$ cat src/common/ppu_render_pkg.sv
`default_nettype none

package ppu_render_pkg;

	// Screen coordinate width for row and column
	localparam int COORD_W = 9;

	// Width of one palette color
	localparam int COLOR_W = 8;

	// Pixels drawn per slice
	localparam int TILE_W = 8;

	// Mask register bits
	localparam int MASK_SPRITE_BIT = 4;
	localparam int MASK_BG_BIT = 3;

	// Sprite attribute bit that puts the sprite behind the background
	localparam int ATTR_BEHIND_BIT = 5;

	// Color for transparent or disabled pixels
	localparam logic [COLOR_W-1:0] BACKDROP_COLOR = '0;

	// One slice command from the driver
	typedef struct packed {
		logic [COORD_W-1:0] start_row;
		logic [COORD_W-1:0] start_col;
		logic [7:0]         mask;
	} tile_cmd_t;

	// Two pattern planes of one tile row
	// Bit 7 is the leftmost pixel
	typedef struct packed {
		logic [7:0] pat_hi;
		logic [7:0] pat_lo;
	} plane_t;

	// Sprite palette with attribute byte
	// Color 0 is transparent so it is not carried
	typedef struct packed {
		logic [7:0]         attr;
		logic [COLOR_W-1:0] color1;
		logic [COLOR_W-1:0] color2;
		logic [COLOR_W-1:0] color3;
	} sprite_pal_t;

	// Background palette, index 0 maps to the backdrop
	typedef struct packed {
		logic [COLOR_W-1:0] color1;
		logic [COLOR_W-1:0] color2;
		logic [COLOR_W-1:0] color3;
	} bg_pal_t;

	// One write into the VGA pixel memory
	typedef struct packed {
		logic [COORD_W-1:0] row;
		logic [COORD_W-1:0] col;
		logic [COLOR_W-1:0] data;
	} vga_wr_t;

endpackage

`default_nettype wire

$ cat src/tile_render/pixel_priority.sv
`timescale 1ns/100ps
`default_nettype none

// Execute stage
// Picks sprite or background for one pixel and registers the color
module pixel_priority (
	input  wire                                clk,
	input  wire                                rst,
	input  wire                                pixel_valid,
	input  wire  [7:0]                         mask,
	input  wire  [1:0]                         sprite_index,
	input  ppu_render_pkg::sprite_pal_t        sprite_pal,
	input  wire  [1:0]                         bg_index,
	input  ppu_render_pkg::bg_pal_t            bg_pal,
	output logic [ppu_render_pkg::COLOR_W-1:0] color,
	output logic                               color_valid
);

	// Layer enables from the mask register
	logic sprite_en;
	logic bg_en;

	// Sprite sits behind the background
	logic behind;

	logic sprite_opaque;
	logic bg_opaque;
	logic sprite_wins;

	// Palette lookups for each layer
	logic [ppu_render_pkg::COLOR_W-1:0] sprite_color;
	logic [ppu_render_pkg::COLOR_W-1:0] bg_color;

	// Resolved color before the register
	logic [ppu_render_pkg::COLOR_W-1:0] color_d;

	assign sprite_en = mask[ppu_render_pkg::MASK_SPRITE_BIT];
	assign bg_en     = mask[ppu_render_pkg::MASK_BG_BIT];
	assign behind    = sprite_pal.attr[ppu_render_pkg::ATTR_BEHIND_BIT];

	assign sprite_opaque = (sprite_index != 2'd0);
	assign bg_opaque     = (bg_index != 2'd0);

	// Behind sprites still show through a transparent background
	assign sprite_wins = sprite_en && sprite_opaque && (!behind || !bg_opaque);

	always_comb begin
		case (sprite_index)
			2'd1:    sprite_color = sprite_pal.color1;
			2'd2:    sprite_color = sprite_pal.color2;
			2'd3:    sprite_color = sprite_pal.color3;
			default: sprite_color = ppu_render_pkg::BACKDROP_COLOR;
		endcase
	end

	always_comb begin
		case (bg_index)
			2'd1:    bg_color = bg_pal.color1;
			2'd2:    bg_color = bg_pal.color2;
			2'd3:    bg_color = bg_pal.color3;
			default: bg_color = ppu_render_pkg::BACKDROP_COLOR;
		endcase
	end

	always_comb begin
		if (sprite_wins) begin
			color_d = sprite_color;
		end else if (bg_en) begin
			color_d = bg_color;
		end else begin
			// Nothing drawn here, no old value held
			color_d = ppu_render_pkg::BACKDROP_COLOR;
		end
	end

	// One cycle of latency
	always_ff @(posedge clk or negedge rst) begin
		if (!rst) begin
			color       <= '0;
			color_valid <= 1'b0;
		end else begin
			color_valid <= pixel_valid;
			// Color only moves with a valid pixel
			if (pixel_valid) begin
				color <= color_d;
			end
		end
	end

endmodule

`default_nettype wire

$ cat src/tile_render/plane_shifter.sv
`timescale 1ns/100ps
`default_nettype none

// Decode stage
// Holds both pattern planes of one layer and presents the index of the
// current pixel, leftmost pixel first
module plane_shifter #(
	parameter type payload_t = ppu_render_pkg::bg_pal_t
) (
	input  wire                     clk,
	input  wire                     rst,
	input  wire                     load,
	input  wire                     shift,
	input  ppu_render_pkg::plane_t  plane,
	input  payload_t                payload_in,
	output logic [1:0]              index,
	output payload_t                payload
);

	// Working copy of the planes
	ppu_render_pkg::plane_t plane_q;

	// Palette data for the whole slice
	payload_t payload_q;

	// Planes shift toward the MSB, one pixel per step
	always_ff @(posedge clk or negedge rst) begin
		if (!rst) begin
			plane_q <= '0;
		end else if (load) begin
			plane_q <= plane;
		end else if (shift) begin
			plane_q.pat_hi <= {plane_q.pat_hi[6:0], 1'b0};
			plane_q.pat_lo <= {plane_q.pat_lo[6:0], 1'b0};
		end
	end

	// Payload only changes on load
	always_ff @(posedge clk) begin
		if (load) begin
			payload_q <= payload_in;
		end
	end

	// Top bit pair is the current pixel
	// High plane gives the upper index bit
	assign index = {plane_q.pat_hi[7], plane_q.pat_lo[7]};

	assign payload = payload_q;

endmodule

`default_nettype wire

$ cat src/tile_render/tile_render.sv
`timescale 1ns/100ps
`default_nettype none

// Draws one 8 pixel tile slice into the VGA pixel memory
// Decode, execute and result stages run as a short pipeline
module tile_render (
	input  wire                             clk,
	input  wire                             rst,
	input  wire                             start,
	input  ppu_render_pkg::tile_cmd_t       cmd,
	input  ppu_render_pkg::plane_t          sprite_plane,
	input  ppu_render_pkg::sprite_pal_t     sprite_pal,
	input  ppu_render_pkg::plane_t          bg_plane,
	input  ppu_render_pkg::bg_pal_t         bg_pal,
	output logic                            busy,
	output logic                            vga_write_en,
	output ppu_render_pkg::vga_wr_t         vga_wr
);

	// Start taken while idle
	logic accept;

	// Slice counter
	// 1 to 8 are pixel cycles, 9 and 10 drain the pipeline
	logic [3:0] slice_cnt;
	logic       pixel_valid;

	// Mask register as seen at accept
	logic [7:0] mask_q;

	// Decode stage outputs
	logic [1:0]                  sprite_index;
	logic [1:0]                  bg_index;
	ppu_render_pkg::sprite_pal_t sprite_pal_q;
	ppu_render_pkg::bg_pal_t     bg_pal_q;

	// Execute stage outputs
	logic [ppu_render_pkg::COLOR_W-1:0] color;
	logic                               color_valid;

	assign busy   = (slice_cnt != 4'd0);
	assign accept = start && !busy;

	// Counter steps through the slice and drops back to idle
	always_ff @(posedge clk or negedge rst) begin
		if (!rst) begin
			slice_cnt <= 4'd0;
		end else if (accept) begin
			slice_cnt <= 4'd1;
		end else if (slice_cnt == 4'(ppu_render_pkg::TILE_W + 2)) begin
			slice_cnt <= 4'd0;
		end else if (busy) begin
			slice_cnt <= slice_cnt + 4'd1;
		end
	end

	// First TILE_W busy cycles carry pixels
	assign pixel_valid = busy && (slice_cnt <= 4'(ppu_render_pkg::TILE_W));

	always_ff @(posedge clk or negedge rst) begin
		if (!rst) begin
			mask_q <= 8'd0;
		end else if (accept) begin
			mask_q <= cmd.mask;
		end
	end

	// Sprite layer decode
	plane_shifter #(
		.payload_t (ppu_render_pkg::sprite_pal_t)
	) u_sprite_dec (
		.clk        (clk),
		.rst        (rst),
		.load       (accept),
		.shift      (pixel_valid),
		.plane      (sprite_plane),
		.payload_in (sprite_pal),
		.index      (sprite_index),
		.payload    (sprite_pal_q)
	);

	// Background layer decode
	plane_shifter #(
		.payload_t (ppu_render_pkg::bg_pal_t)
	) u_bg_dec (
		.clk        (clk),
		.rst        (rst),
		.load       (accept),
		.shift      (pixel_valid),
		.plane      (bg_plane),
		.payload_in (bg_pal),
		.index      (bg_index),
		.payload    (bg_pal_q)
	);

	pixel_priority u_prio (
		.clk          (clk),
		.rst          (rst),
		.pixel_valid  (pixel_valid),
		.mask         (mask_q),
		.sprite_index (sprite_index),
		.sprite_pal   (sprite_pal_q),
		.bg_index     (bg_index),
		.bg_pal       (bg_pal_q),
		.color        (color),
		.color_valid  (color_valid)
	);

	// Start address is latched by the result stage on the accept edge
	vga_write_gen u_wr (
		.clk          (clk),
		.rst          (rst),
		.load         (accept),
		.start_row    (cmd.start_row),
		.start_col    (cmd.start_col),
		.color        (color),
		.color_valid  (color_valid),
		.vga_write_en (vga_write_en),
		.vga_wr       (vga_wr)
	);

endmodule

`default_nettype wire

$ cat src/tile_render/vga_write_gen.sv
`timescale 1ns/100ps
`default_nettype none

// Result stage
// Turns each resolved color into a pixel memory write along one row
module vga_write_gen (
	input  wire                                clk,
	input  wire                                rst,
	input  wire                                load,
	input  wire  [ppu_render_pkg::COORD_W-1:0] start_row,
	input  wire  [ppu_render_pkg::COORD_W-1:0] start_col,
	input  wire  [ppu_render_pkg::COLOR_W-1:0] color,
	input  wire                                color_valid,
	output logic                               vga_write_en,
	output ppu_render_pkg::vga_wr_t            vga_wr
);

	// Row stays fixed for the slice
	logic [ppu_render_pkg::COORD_W-1:0] row_q;

	// Column of the next write
	logic [ppu_render_pkg::COORD_W-1:0] col_ptr;

	// Address latch and column stepping
	always_ff @(posedge clk or negedge rst) begin
		if (!rst) begin
			row_q   <= '0;
			col_ptr <= '0;
		end else if (load) begin
			row_q   <= start_row;
			col_ptr <= start_col;
		end else if (color_valid) begin
			// Wraps at 512, off screen columns are not checked
			col_ptr <= col_ptr + 1'b1;
		end
	end

	// Registered write toward the pixel memory
	always_ff @(posedge clk or negedge rst) begin
		if (!rst) begin
			vga_write_en <= 1'b0;
			vga_wr       <= '0;
		end else begin
			vga_write_en <= color_valid;
			if (color_valid) begin
				vga_wr.row  <= row_q;
				vga_wr.col  <= col_ptr;
				vga_wr.data <= color;
			end
		end
	end

endmodule

`default_nettype wire
$ cat config.mk
export PLATFORM = sky130hd
export DESIGN_NAME = tile_render
export DESIGN_NICKNAME = d
export VERILOG_FILES = /design/src/common/ppu_render_pkg.sv /design/src/tile_render/pixel_priority.sv /design/src/tile_render/plane_shifter.sv /design/src/tile_render/tile_render.sv /design/src/tile_render/vga_write_gen.sv
export SDC_FILE = /design/constraint.sdc
export NUM_CORES = 1
export LEC_CHECK = 0
export BUFFER_PORTS_ARGS = -buffer_cell sky130_fd_sc_hd__buf_2
export CAP_MARGIN = 20
export CORE_ASPECT_RATIO = 1.1
export CORE_MARGIN = 5
export CORE_UTILIZATION = 55
export CTS_CLUSTER_SIZE = 40
export DETAILED_ROUTE_END_ITERATION = 8
export PLACE_DENSITY = 0.82
export SETUP_SLACK_MARGIN = 0.05
export SKIP_CTS_REPAIR_TIMING = 1
export SLEW_MARGIN = 10
export SYNTH_ARGS = -nofsm -noshare
export SYNTH_HDL_FRONTEND = slang
export SYNTH_SLANG_ARGS = --single-unit
$ cat constraint.sdc
create_clock -name clk -period 3.9 [get_ports clk]
set_input_delay 0.78 -clock clk [delete_from_list [all_inputs] [get_ports clk]]
set_output_delay 0.78 -clock clk [all_outputs]
set_load 0.01 [all_outputs]
# After elaboration in Yosys (flattened, before gate mapping)
# Cells that the tools add are included.
dict set report totals {
  ff_bits 149
  latch_bits 0
  ramBits 0
  romBits 0
  output_inout_bits 28
  word_cells 58
  memories 0
}
dict set report op_classes {
  add_sub_neg 2
  mul 0
  div_mod_pow 0
  order_cmp 1
  eq_ne 7
  shifts 0
  muxes 13
  bitwise 0
  reduce_logical 14
}
# operator n
set ops {}
lappend ops {{16-bit 2-to-1 mux} 4}
lappend ops {{8-bit case mux with 3 select lines} 2}
lappend ops {{9-bit 2-to-1 mux} 2}
lappend ops {{8-bit 2-to-1 mux} 2}
lappend ops {{4-bit 2-to-1 mux} 3}
lappend ops {{9-bit by 1-bit adder with 9-bit output, second input constant} 1}
lappend ops {{2-bit == test, second input constant} 4}
lappend ops {{2-bit nonzero test} 4}
lappend ops {{4-bit by 1-bit adder with 4-bit output, second input constant} 1}
lappend ops {{2-bit by 1-bit == test with 1-bit output, second input constant} 2}
lappend ops {{4-bit == test, second input constant} 1}
lappend ops {{4-bit <= comparator, second input constant} 1}
lappend ops {{1-bit logical AND} 4}
lappend ops {{4-bit nonzero test} 1}
lappend ops {{1-bit zero test} 3}
lappend ops {{3-bit nonzero test} 1}
lappend ops {{1-bit logical OR} 1}

# Longest topological paths before layout
# Gate-level depths: netlist of the first run.
dict set report depth {
  word_depth 5
  mapped_depth 8
}

# Modules after synthesis
# Synthesis of the first run repeated with hierarchy kept, for this count alone.
dict set report hier_totals {
  cells_unflattened 437
  hier_area_um2 6367.4
}
# mod instances cells_each area_each_um2
set modules_own_cells {}
lappend modules_own_cells {vga_write_gen 1 126 1806.7}
lappend modules_own_cells {{plane_shifter (u_sprite_dec)} 1 103 1714.1}
lappend modules_own_cells {{plane_shifter (u_bg_dec)} 1 95 1473.9}
lappend modules_own_cells {pixel_priority 1 71 799.5}
lappend modules_own_cells {tile_render 1 42 573.0}

# Least setup slack after synthesis of the first run
# No wires, ideal clock.
dict set report synth_timing {
  path_kind {register to register}
  from {register slice_cnt[0]}
  to {register u_bg_dec.payload_q, in the netlist u_bg_dec.payload[0], enable pin}
  setup_ns 0.387
  t_arrival_ns 1.702
  required_time_ns 3.513
  path_slack_ns 1.811
  stages_incl_launch_ff 6
  n_path_buf 2
  path_cell_list {dfrtp_1 -> buf_6 -> nor4_4 -> nand2_1 -> inv_2 -> buf_2}
}
dict set report synth_via {
  elab_chain_len 3
}
# item line_no
set synth_lines {}
lappend synth_lines {{start: declaration} tile_render.sv:25} ;# logic [3:0] slice_cnt;
lappend synth_lines {{start signal: assignment} tile_render.sv:53} ;# slice_cnt <= slice_cnt + 4'd1;
lappend synth_lines {{4-bit nonzero test} tile_render.sv:41} ;# assign busy = (slice_cnt != 4'd0);
lappend synth_lines {{1-bit zero test} tile_render.sv:42} ;# assign accept = start && !busy;
lappend synth_lines {{1-bit logical AND} tile_render.sv:42}
lappend synth_lines {{net accept} tile_render.sv:21} ;# logic accept;
lappend synth_lines {{end signal: assignment} plane_shifter.sv:41} ;# payload_q <= payload_in;
lappend synth_lines {{end: declaration} plane_shifter.sv:24} ;# payload_t payload_q;
# The timed path passes the listed nets, and every way through them passes these cells.
# A chain may end at the register's enable or synchronous reset.

# Final worst setup path of the first run
dict set report layout_timing {
  from {register slice_cnt[0]}
  to {register u_sprite_dec.payload_q, in the netlist u_sprite_dec.payload[18], enable pin}
}
dict set report layout_via {
  elab_chain_len 3
}
# item line_no
set layout_lines {}
lappend layout_lines {{4-bit nonzero test} tile_render.sv:41}
lappend layout_lines {{1-bit zero test} tile_render.sv:42}
lappend layout_lines {{1-bit logical AND} tile_render.sv:42}
lappend layout_lines {{end signal: assignment} plane_shifter.sv:41}
lappend layout_lines {{end: declaration} plane_shifter.sv:24}
# Every way passes these cells.

==> results of run 1 <==
## layout make-up
cell class                      instances  area, um2  area share
Inverter                                4       17.5     0.00249
Clock inverter                         10        133      0.0189
Multi-Input combinational cell        266       1750       0.249
Sequential cell                       141       3770       0.537
Timing Repair Buffer                  136        708       0.101
Tap cell                              123        154      0.0219
Clock buffer                           22        495      0.0705
## cell families (layout without fill, tap and decap cells)
group / count (synthesis) / count (layout) / share of synthesized area
DFF: 141 / 141 / 0.662
and+or+nand+nor: 121 / 121 / 0.0876
AOI/OAI and AO/OA: 81 / 81 / 0.0986
adders and majority gates: 1 / 1 / 0.00219
xor gates and xnor gates: 9 / 9 / 0.0138
muxes: 54 / 54 / 0.105
buffers and inverters: 31 / 172 / 0.0312
## worst paths after layout
| check | from | endpoint | depth (start not counted) |
|---|---|---|---|
| max in group asynchronous | rst | u_bg_dec.index[0] | 2 |
| min in group asynchronous | rst | u_wr.vga_wr[24] | 1 |
| setup / recovery | slice_cnt[0] | u_sprite_dec.payload[18] | 4 |
| hold / removal | u_wr.row_q[0] | u_wr.row_q[0] | 2 |
| hold reg to reg | u_wr.row_q[0] | u_wr.row_q[0] | 2 |
| setup reg to reg | slice_cnt[0] | u_sprite_dec.payload[18] | 4 |
## cells in the final DEF (no fill, tap or decap)
cell / n
sky130_fd_sc_hd__and2_4: 1
sky130_fd_sc_hd__mux2_2: 42
sky130_fd_sc_hd__mux2i_2: 1
sky130_fd_sc_hd__xnor2_1: 6
sky130_fd_sc_hd__nand2_1: 97
sky130_fd_sc_hd__nor3_1: 3
sky130_fd_sc_hd__a22o_1: 21
sky130_fd_sc_hd__clkbuf_16: 18
sky130_fd_sc_hd__o21a_1: 1
sky130_fd_sc_hd__clkbuf_8: 3
sky130_fd_sc_hd__clkbuf_1: 1
sky130_fd_sc_hd__buf_2: 130
sky130_fd_sc_hd__o21ai_0: 17
sky130_fd_sc_hd__nor4_4: 1
sky130_fd_sc_hd__buf_4: 5
sky130_fd_sc_hd__buf_12: 1
sky130_fd_sc_hd__inv_2: 1
sky130_fd_sc_hd__clkinv_2: 4
sky130_fd_sc_hd__ha_1: 1
sky130_fd_sc_hd__nand3b_1: 1
sky130_fd_sc_hd__a22oi_1: 27
sky130_fd_sc_hd__o31ai_2: 1
sky130_fd_sc_hd__inv_1: 2
sky130_fd_sc_hd__nor2b_1: 2
sky130_fd_sc_hd__a21oi_1: 10
sky130_fd_sc_hd__and2_0: 1
sky130_fd_sc_hd__nand4_1: 3
sky130_fd_sc_hd__o21ai_1: 4
sky130_fd_sc_hd__nor2_1: 12
sky130_fd_sc_hd__inv_4: 2
sky130_fd_sc_hd__dfrtp_1: 92
sky130_fd_sc_hd__inv_6: 1
sky130_fd_sc_hd__edfxtp_1: 49
sky130_fd_sc_hd__xor2_1: 3
sky130_fd_sc_hd__clkinvlp_4: 1
sky130_fd_sc_hd__bufinv_16: 3
sky130_fd_sc_hd__mux2i_1: 11
## critical path, delay by kind of cell (launching register included)
family                 cells  cell delay (ns)
buffers and inverters      2             0.95
AND/OR/NAND/NOR            2             0.67
flip-flops                 1             0.47
## metrics by stage
stage | hold slack [ns] | total power [W] | cells
after floorplan | 0.427 | 0.00353 | 438
after global placement | 0.452 | 0.00385 | 670
after detailed placement | 0.460 | 0.00395 | 670
after CTS | 0.473 | 0.00564 | 702
after global routing | 0.502 | 0.00592 | 702
final | 0.471 | 0.00557 | 702
## where the power goes
| part | total (W) | switching (W) | leakage, nW | internal (W) |
|---|---|---|---|---|
| clock | 0.00167 | 0.000578 | 0.312 | 0.00109 |
| sequential | 0.00236 | 0.000328 | 1.61 | 0.00203 |
| combinational | 0.00155 | 0.000823 | 1.31 | 0.000722 |
## metal layers
metal / track usage / vias to the layer above / routed length (um)
met2: 0.323 / 88 / 5970
met3: 0.0598 / 10 / 613
met5: 0 / - / 13
met1: 0.234 / 1811 / 4760
met4: 0.0759 / 2 / 129
li1: - / 1815 / -
## sequential cells by signal, summed over array words and instances, names as in the netlist, 2 cells and up
name	cells
u_wr.vga_wr	26
u_sprite_dec.payload	25
u_bg_dec.payload	24
u_bg_dec.plane_q	14
u_sprite_dec.plane_q	14
u_wr.col_ptr	9
u_wr.row_q	9
u_prio.color	8
slice_cnt	4
mask_q	2
u_bg_dec.index	2
u_sprite_dec.index	2
==> implementation parameters, run 1 <==
Parameter                              Value

Outcome
  Run status    completed

CTS
  Clock latency at the later pin of the worst-skew pair    0.41 ns
  TritonCTS clock tree    built
  Inserted Clock Buffers    17
  Clk Tree Root Cell    sky130_fd_sc_hd__clkbuf_16
  # clock sinks    141
  Clock transition at path regs    0.06 ns
  Number of levels in the clock H-tree    4
  Clock Path Buffers    2

STA
  Setup TNS    0 ns
  Min setup slack post-route    1.43 ns
  Final count of pins violating max slew    0
  Setup-violating endpoint count in the final report    0
  Measured slew at the worst slew-check pin    0.833 ns
  Worst clock skew    0.00843 ns
  Achievable Freq    404 MHz
  Period utilization    0.634
  Period minus WS final    2.47 ns
  Setup repair after global routing missed its margin    no
  Rel. slew slack    0.445
  Final Hold Violating Endpoints    0

Worst setup path
  Type of the worst setup path    reg2reg
  Cell breakdown of the critical path    nor4_4, nand2_1, inv_4, buf_12
  Required arrival time at the worst endpoint    3.99 ns
  Highest net fanout along the worst path    73
  Crit. End Element    flop
  Slowest stage cell on the critical path    sky130_fd_sc_hd__inv_4
  Critical Path Max Stage Delay    0.62 ns
  Type of element launching the critical path    flop
  Worst-case register-to-register setup slack    1.43 ns
  Arrival @ worst endpoint    2.56 ns

Power and ir drop
  Power Density    793 mW/mm2
  Leak Pwr    3.23 nW
  Worst vdd rail ir drop    0.000479 V

Synth
  Share of synthesized flip-flops with an asynchronous set or reset    0.652
  Portion of the post-synthesis area used by sequential elements    0.662
  Synth top area share    0.404
  Synthesized area per cell    13.0 um2
  Commonest cells in the synthesized netlist    sky130_fd_sc_hd__nand2_1 (97), sky130_fd_sc_hd__dfrtp_1 (92), sky130_fd_sc_hd__edfxtp_1 (49)
  Synthesized netlist cell count    438
  Post-synthesis net count    556
  Register bit count reported by yosys    141
  Main flop type after synthesis    sky130_fd_sc_hd__dfrtp_1
  Biggest area consumer among synthesized cells    sky130_fd_sc_hd__dfrtp_1
  Post-synthesis cell type count    31
  Biggest area contributors in the synthesized netlist    sky130_fd_sc_hd__dfrtp_1 (40%), sky130_fd_sc_hd__edfxtp_1 (26%), sky130_fd_sc_hd__mux2_2 (8.3%)
  Most numerous cell in the Yosys netlist    sky130_fd_sc_hd__nand2_1
  Warning count from the yosys run    0
  Post-synthesis instance area    0.00570 mm2
  Number of flops mapped to enable cells by yosys    49

Finish
  Layout cells sized above 1    0.371
  Final core utilization    0.686
  Count of filler cells inserted in the layout    735
  Antenna cell count    0
  Final Cell Area    0.00703 mm2
  Number of nets in the layout    684
  Area added between synthesis and finish    23.3%

GRT
  Total GRT Usage    0.192
  Global route overflow    0
  Vias in the first global route    3852
  Maximum number of pins on one net before global-route repair    74
  Initial antenna violation count    1
  Wire length of the first global-routing pass    18400 um

Die
  Height of the die    117 um
  Number of primary I/O pins    145
  Placement row count    39
  Core area    0.0102 mm2
  Initial core utilization    0.556
  Die Area    0.0125 mm2
  Die outline width    107 um

Place
  Cell area reported after detailed placement    0.00640 mm2
  Input/output buffers    131
  DP Worst Slack    1.41 ns
  Half-perimeter wire length after detailed placement    8010 um
  Routability congestion estimate from global placement    0.770

Route
  Count of vias placed by the detailed router    3726
  WL final    11500 um
  WL/cell    16.4 um
  Remaining antenna violation count after routing    0
  Starting DRC count in detailed routing    224
  Per-cell via count in the routed design    5.31
  First drt pass iteration count    4
  DRC violations left    0

Job
  Max-capacitance violation count    0

Worst hold path
  Worst hold path type    reg2reg
Note: power is estimated with default switching activity, not from simulation.
==> run 2: changes to the inputs <==
--- a/config.mk
+++ b/config.mk
@@ -9,10 +9,10 @@
 export CAP_MARGIN = 20
 export CORE_ASPECT_RATIO = 1.1
 export CORE_MARGIN = 5
-export CORE_UTILIZATION = 55
+export CORE_UTILIZATION = 53
 export CTS_CLUSTER_SIZE = 40
 export DETAILED_ROUTE_END_ITERATION = 8
-export PLACE_DENSITY = 0.82
+export PLACE_DENSITY = 0.8
 export SETUP_SLACK_MARGIN = 0.05
 export SKIP_CTS_REPAIR_TIMING = 1
 export SLEW_MARGIN = 10
==> constraint.sdc (replaced) <==
create_clock -name clk -period 2.5 [get_ports clk]
set_input_delay 0.5 -clock clk [delete_from_list [all_inputs] [get_ports clk]]
set_output_delay 0.5 -clock clk [all_outputs]
set_load 0.01 [all_outputs]
==> run 2 against run 1 <==
Worst hold slack got worse by 0.42 ns. Total power rose by 55%. Count of clock-buffer cells in the layout did not move. Sequential cell count did not move. Die area rose by 3.4%. Via count rose by 2.4%. Clock power rose by 51%. Cell count rose by 3.1%. Clock skew fell by 0.0020 ns. Final area rose by 0.32%. First-iteration DRC count fell by 19%. Setup slack got worse by 0.97 ns. Highest routed layer is now met4.
==> implementation parameters, run 2 (synthesized netlist as in run 1, its figures left out) <==
Parameter                              Value

Die
  Height of the die    119 um (+1.7%)
  Die outline width    109 um (+1.7%)
  Initial core utilization    0.546 (-0.0104)
  Number of primary I/O pins    145 (unchanged)
  Core area    0.0104 mm2 (+1.9%)
  Die Area    0.0129 mm2 (+3.4%)
  Placement row count    39 (unchanged)

Power and ir drop
  Leak Pwr    3.23 nW (about the same)
  Worst vdd rail ir drop    0.000920 V (+92%)
  Power Density    1230 mW/mm2 (+55%)

Outcome
  Run status    completed

Worst setup path
  Worst-case register-to-register setup slack    0.46 ns (-0.97 ns)
  Crit path depth    4 (unchanged)
  Slowest stage cell on the critical path    sky130_fd_sc_hd__dfrtp_1
  Highest net fanout along the worst path    80 (+9.6%)
  Register-to-Register Path Depth    4 (unchanged)
  Cell breakdown of the critical path    nor4_4, nand2_1, inv_4, buf_12
  Critical Path Max Stage Delay    0.47 ns (-0.15 ns)
  Startpoint of the lowest-slack register-to-register path    slice_cnt[0]
  Launch point of the critical path    slice_cnt[0]
  Arrival @ worst endpoint    2.11 ns (-0.45 ns)
  Destination of the worst register-to-register timing path    u_bg_dec.payload[3]
  Worst setup path endpoint    u_bg_dec.payload[3]
  Crit. End Element    flop
  Required arrival time at the worst endpoint    2.57 ns (-1.42 ns)
  Worst Path Buf+Inv    2 (unchanged)
  Cell family contributing the most delay on the critical path    simple AND/OR/NAND/NOR gates
  Type of the worst setup path    reg2reg
  Type of element launching the critical path    flop

Worst hold path
  Worst hold path type    in2async

Place
  Routability congestion estimate from global placement    0.792 (+2.9%)
  Half-perimeter wire length after detailed placement    8280 um (+3.4%)
  Input/output buffers    131 (unchanged)
  DP Worst Slack    0.482 ns (-0.930 ns)

STA
  Min setup slack post-route    0.463 ns (-0.965 ns)
  Setup TNS    0 ns (unchanged)
  Period minus WS final    2.04 ns (-0.435 ns)
  Final Hold Violating Endpoints    0 (unchanged)
  Setup-violating endpoint count in the final report    0 (unchanged)
  Worst clock skew    0.00642 ns (-0.00201 ns)
  Setup repair after global routing missed its margin    no
  Period utilization    0.815 (+0.181)
  Measured slew at the worst slew-check pin    0.631 ns (-0.202 ns)
  Final count of pins violating max slew    0 (unchanged)
  Rel. slew slack    0.579 (+0.135)
  Achievable Freq    491 MHz (+21%)

CTS
  Inserted Clock Buffers    17 (unchanged)
  Clock transition at path regs    0.06 ns (about the same)
  TritonCTS clock tree    built
  Clock Path Buffers    2 (unchanged)
  Clock latency at the later pin of the worst-skew pair    0.41 ns (about the same)
  Number of levels in the clock H-tree    4 (unchanged)
  Clk Tree Root Cell    sky130_fd_sc_hd__clkbuf_16
  # clock sinks    141 (unchanged)

Finish
  Most common cell after layout, fill and taps aside    sky130_fd_sc_hd__buf_2
  Register with the most flip-flops    u_wr.vga_wr
  Layout cells sized above 1    0.372 (+0.00108)
  Largest register FFs    26 (unchanged)
  Area added between synthesis and finish    23.7%
  Number of nets in the layout    685 (+0.15%)
  Highest-count cells in the layout ignoring fill and taps    sky130_fd_sc_hd__buf_2 (130), sky130_fd_sc_hd__nand2_1 (97), sky130_fd_sc_hd__dfrtp_1 (92)

GRT
  Total GRT Usage    0.194 (+0.00173)
  Wire length of the first global-routing pass    19200 um (+4.2%)
  Global route overflow    0 (unchanged)
  Maximum number of pins on one net before global-route repair    81 (+9.5%)
  Initial antenna violation count    0 (-1)
  Vias in the first global route    4015 (+4.2%)

Route
  Count of vias placed by the detailed router    3817 (+2.4%)
  Remaining antenna violation count after routing    0 (unchanged)
  First drt pass iteration count    5 (+1)
  Starting DRC count in detailed routing    182 (-19%)
  DRC violations left    0 (unchanged)
  WL final    12000 um (+4.8%)
  WL/cell    16.6 um (+1.6%)
  Per-cell via count in the routed design    5.27 (-0.67%)

Job
  Max-capacitance violation count    0 (unchanged)
## run 2: changes by cell type in the layout (fill, tap and decap cells not counted)
cell                        previous run  this run
sky130_fd_sc_hd__buf_12                1         2
sky130_fd_sc_hd__clkinv_2              4         5
sky130_fd_sc_hd__diode_2               0         1
sky130_fd_sc_hd__bufinv_16             3         2
## run 2: where the power goes
part	internal (W)	switching, W	total, W
clock network	0.00160	0.000923	0.00253
registers	0.00317	0.000513	0.00368
logic	0.00114	0.00130	0.00244
total	0.00591	0.00274	0.00865
## run 2: final cells by class
| cell class | instances | area (um2) |
|---|---|---|
| clock buffer | 22 | 495 |
| clock inverter | 10 | 108 |
| inverter | 4 | 17.5 |
| sequential | 141 | 3770 |
| multi-input combinational | 266 | 1750 |
| antenna | 1 | 2.50 |
| fill | 789 | 3390 |
| timing repair buffer | 137 | 728 |
| tap | 143 | 179 |
## run 2: layer usage
metal | share of wire | vias to the layer above | track usage
li1 | - | 1818 | -
met1 | 0.39 | 1874 | 0.230
met2 | 0.53 | 109 | 0.323
met3 | 0.059 | 16 | 0.0660
met4 | 0.018 | 0 | 0.0734
met5 | 0 | - | 0
## run 2: how the worst min path moves through the flow
stage                                  start                        to  slack, ns  depth (start not counted)
floorplan                                rst                 mask_q[3]       0.20                          0
global placement               u_wr.row_q[2]             u_wr.row_q[2]       0.45                          2
detailed placement  u_sprite_dec.plane_q[12]  u_sprite_dec.plane_q[12]       0.46                          2
CTS                                      rst           u_wr.vga_wr[10]       0.05                          1
global route                             rst           u_wr.col_ptr[4]       0.07                          1
finish                                   rst           u_wr.vga_wr[14]       0.05                          1
## run 2: through the flow
stage	utilization	area (um2)	power [W]	hold WS, ns	cells
2_1_floorplan	-	5700	0.00551	0.204	438
3_3_place_gp	0.617	6450	0.00603	0.451	691
3_5_place_dp	0.617	6450	0.00617	0.464	691
4_1_cts	0.675	7050	0.00873	0.0523	723
5_1_grt	0.675	7050	0.00916	0.0657	723
6_report	0.675	7050	0.00865	0.0513	724
## run 2: worst register-to-register path, cell delays in order, from the launching register on
cell and delay, ns:
sky130_fd_sc_hd__dfrtp_1 0.47, sky130_fd_sc_hd__nor4_4 0.35, sky130_fd_sc_hd__nand2_1 0.34, sky130_fd_sc_hd__inv_4 0.16, sky130_fd_sc_hd__buf_12 0.33
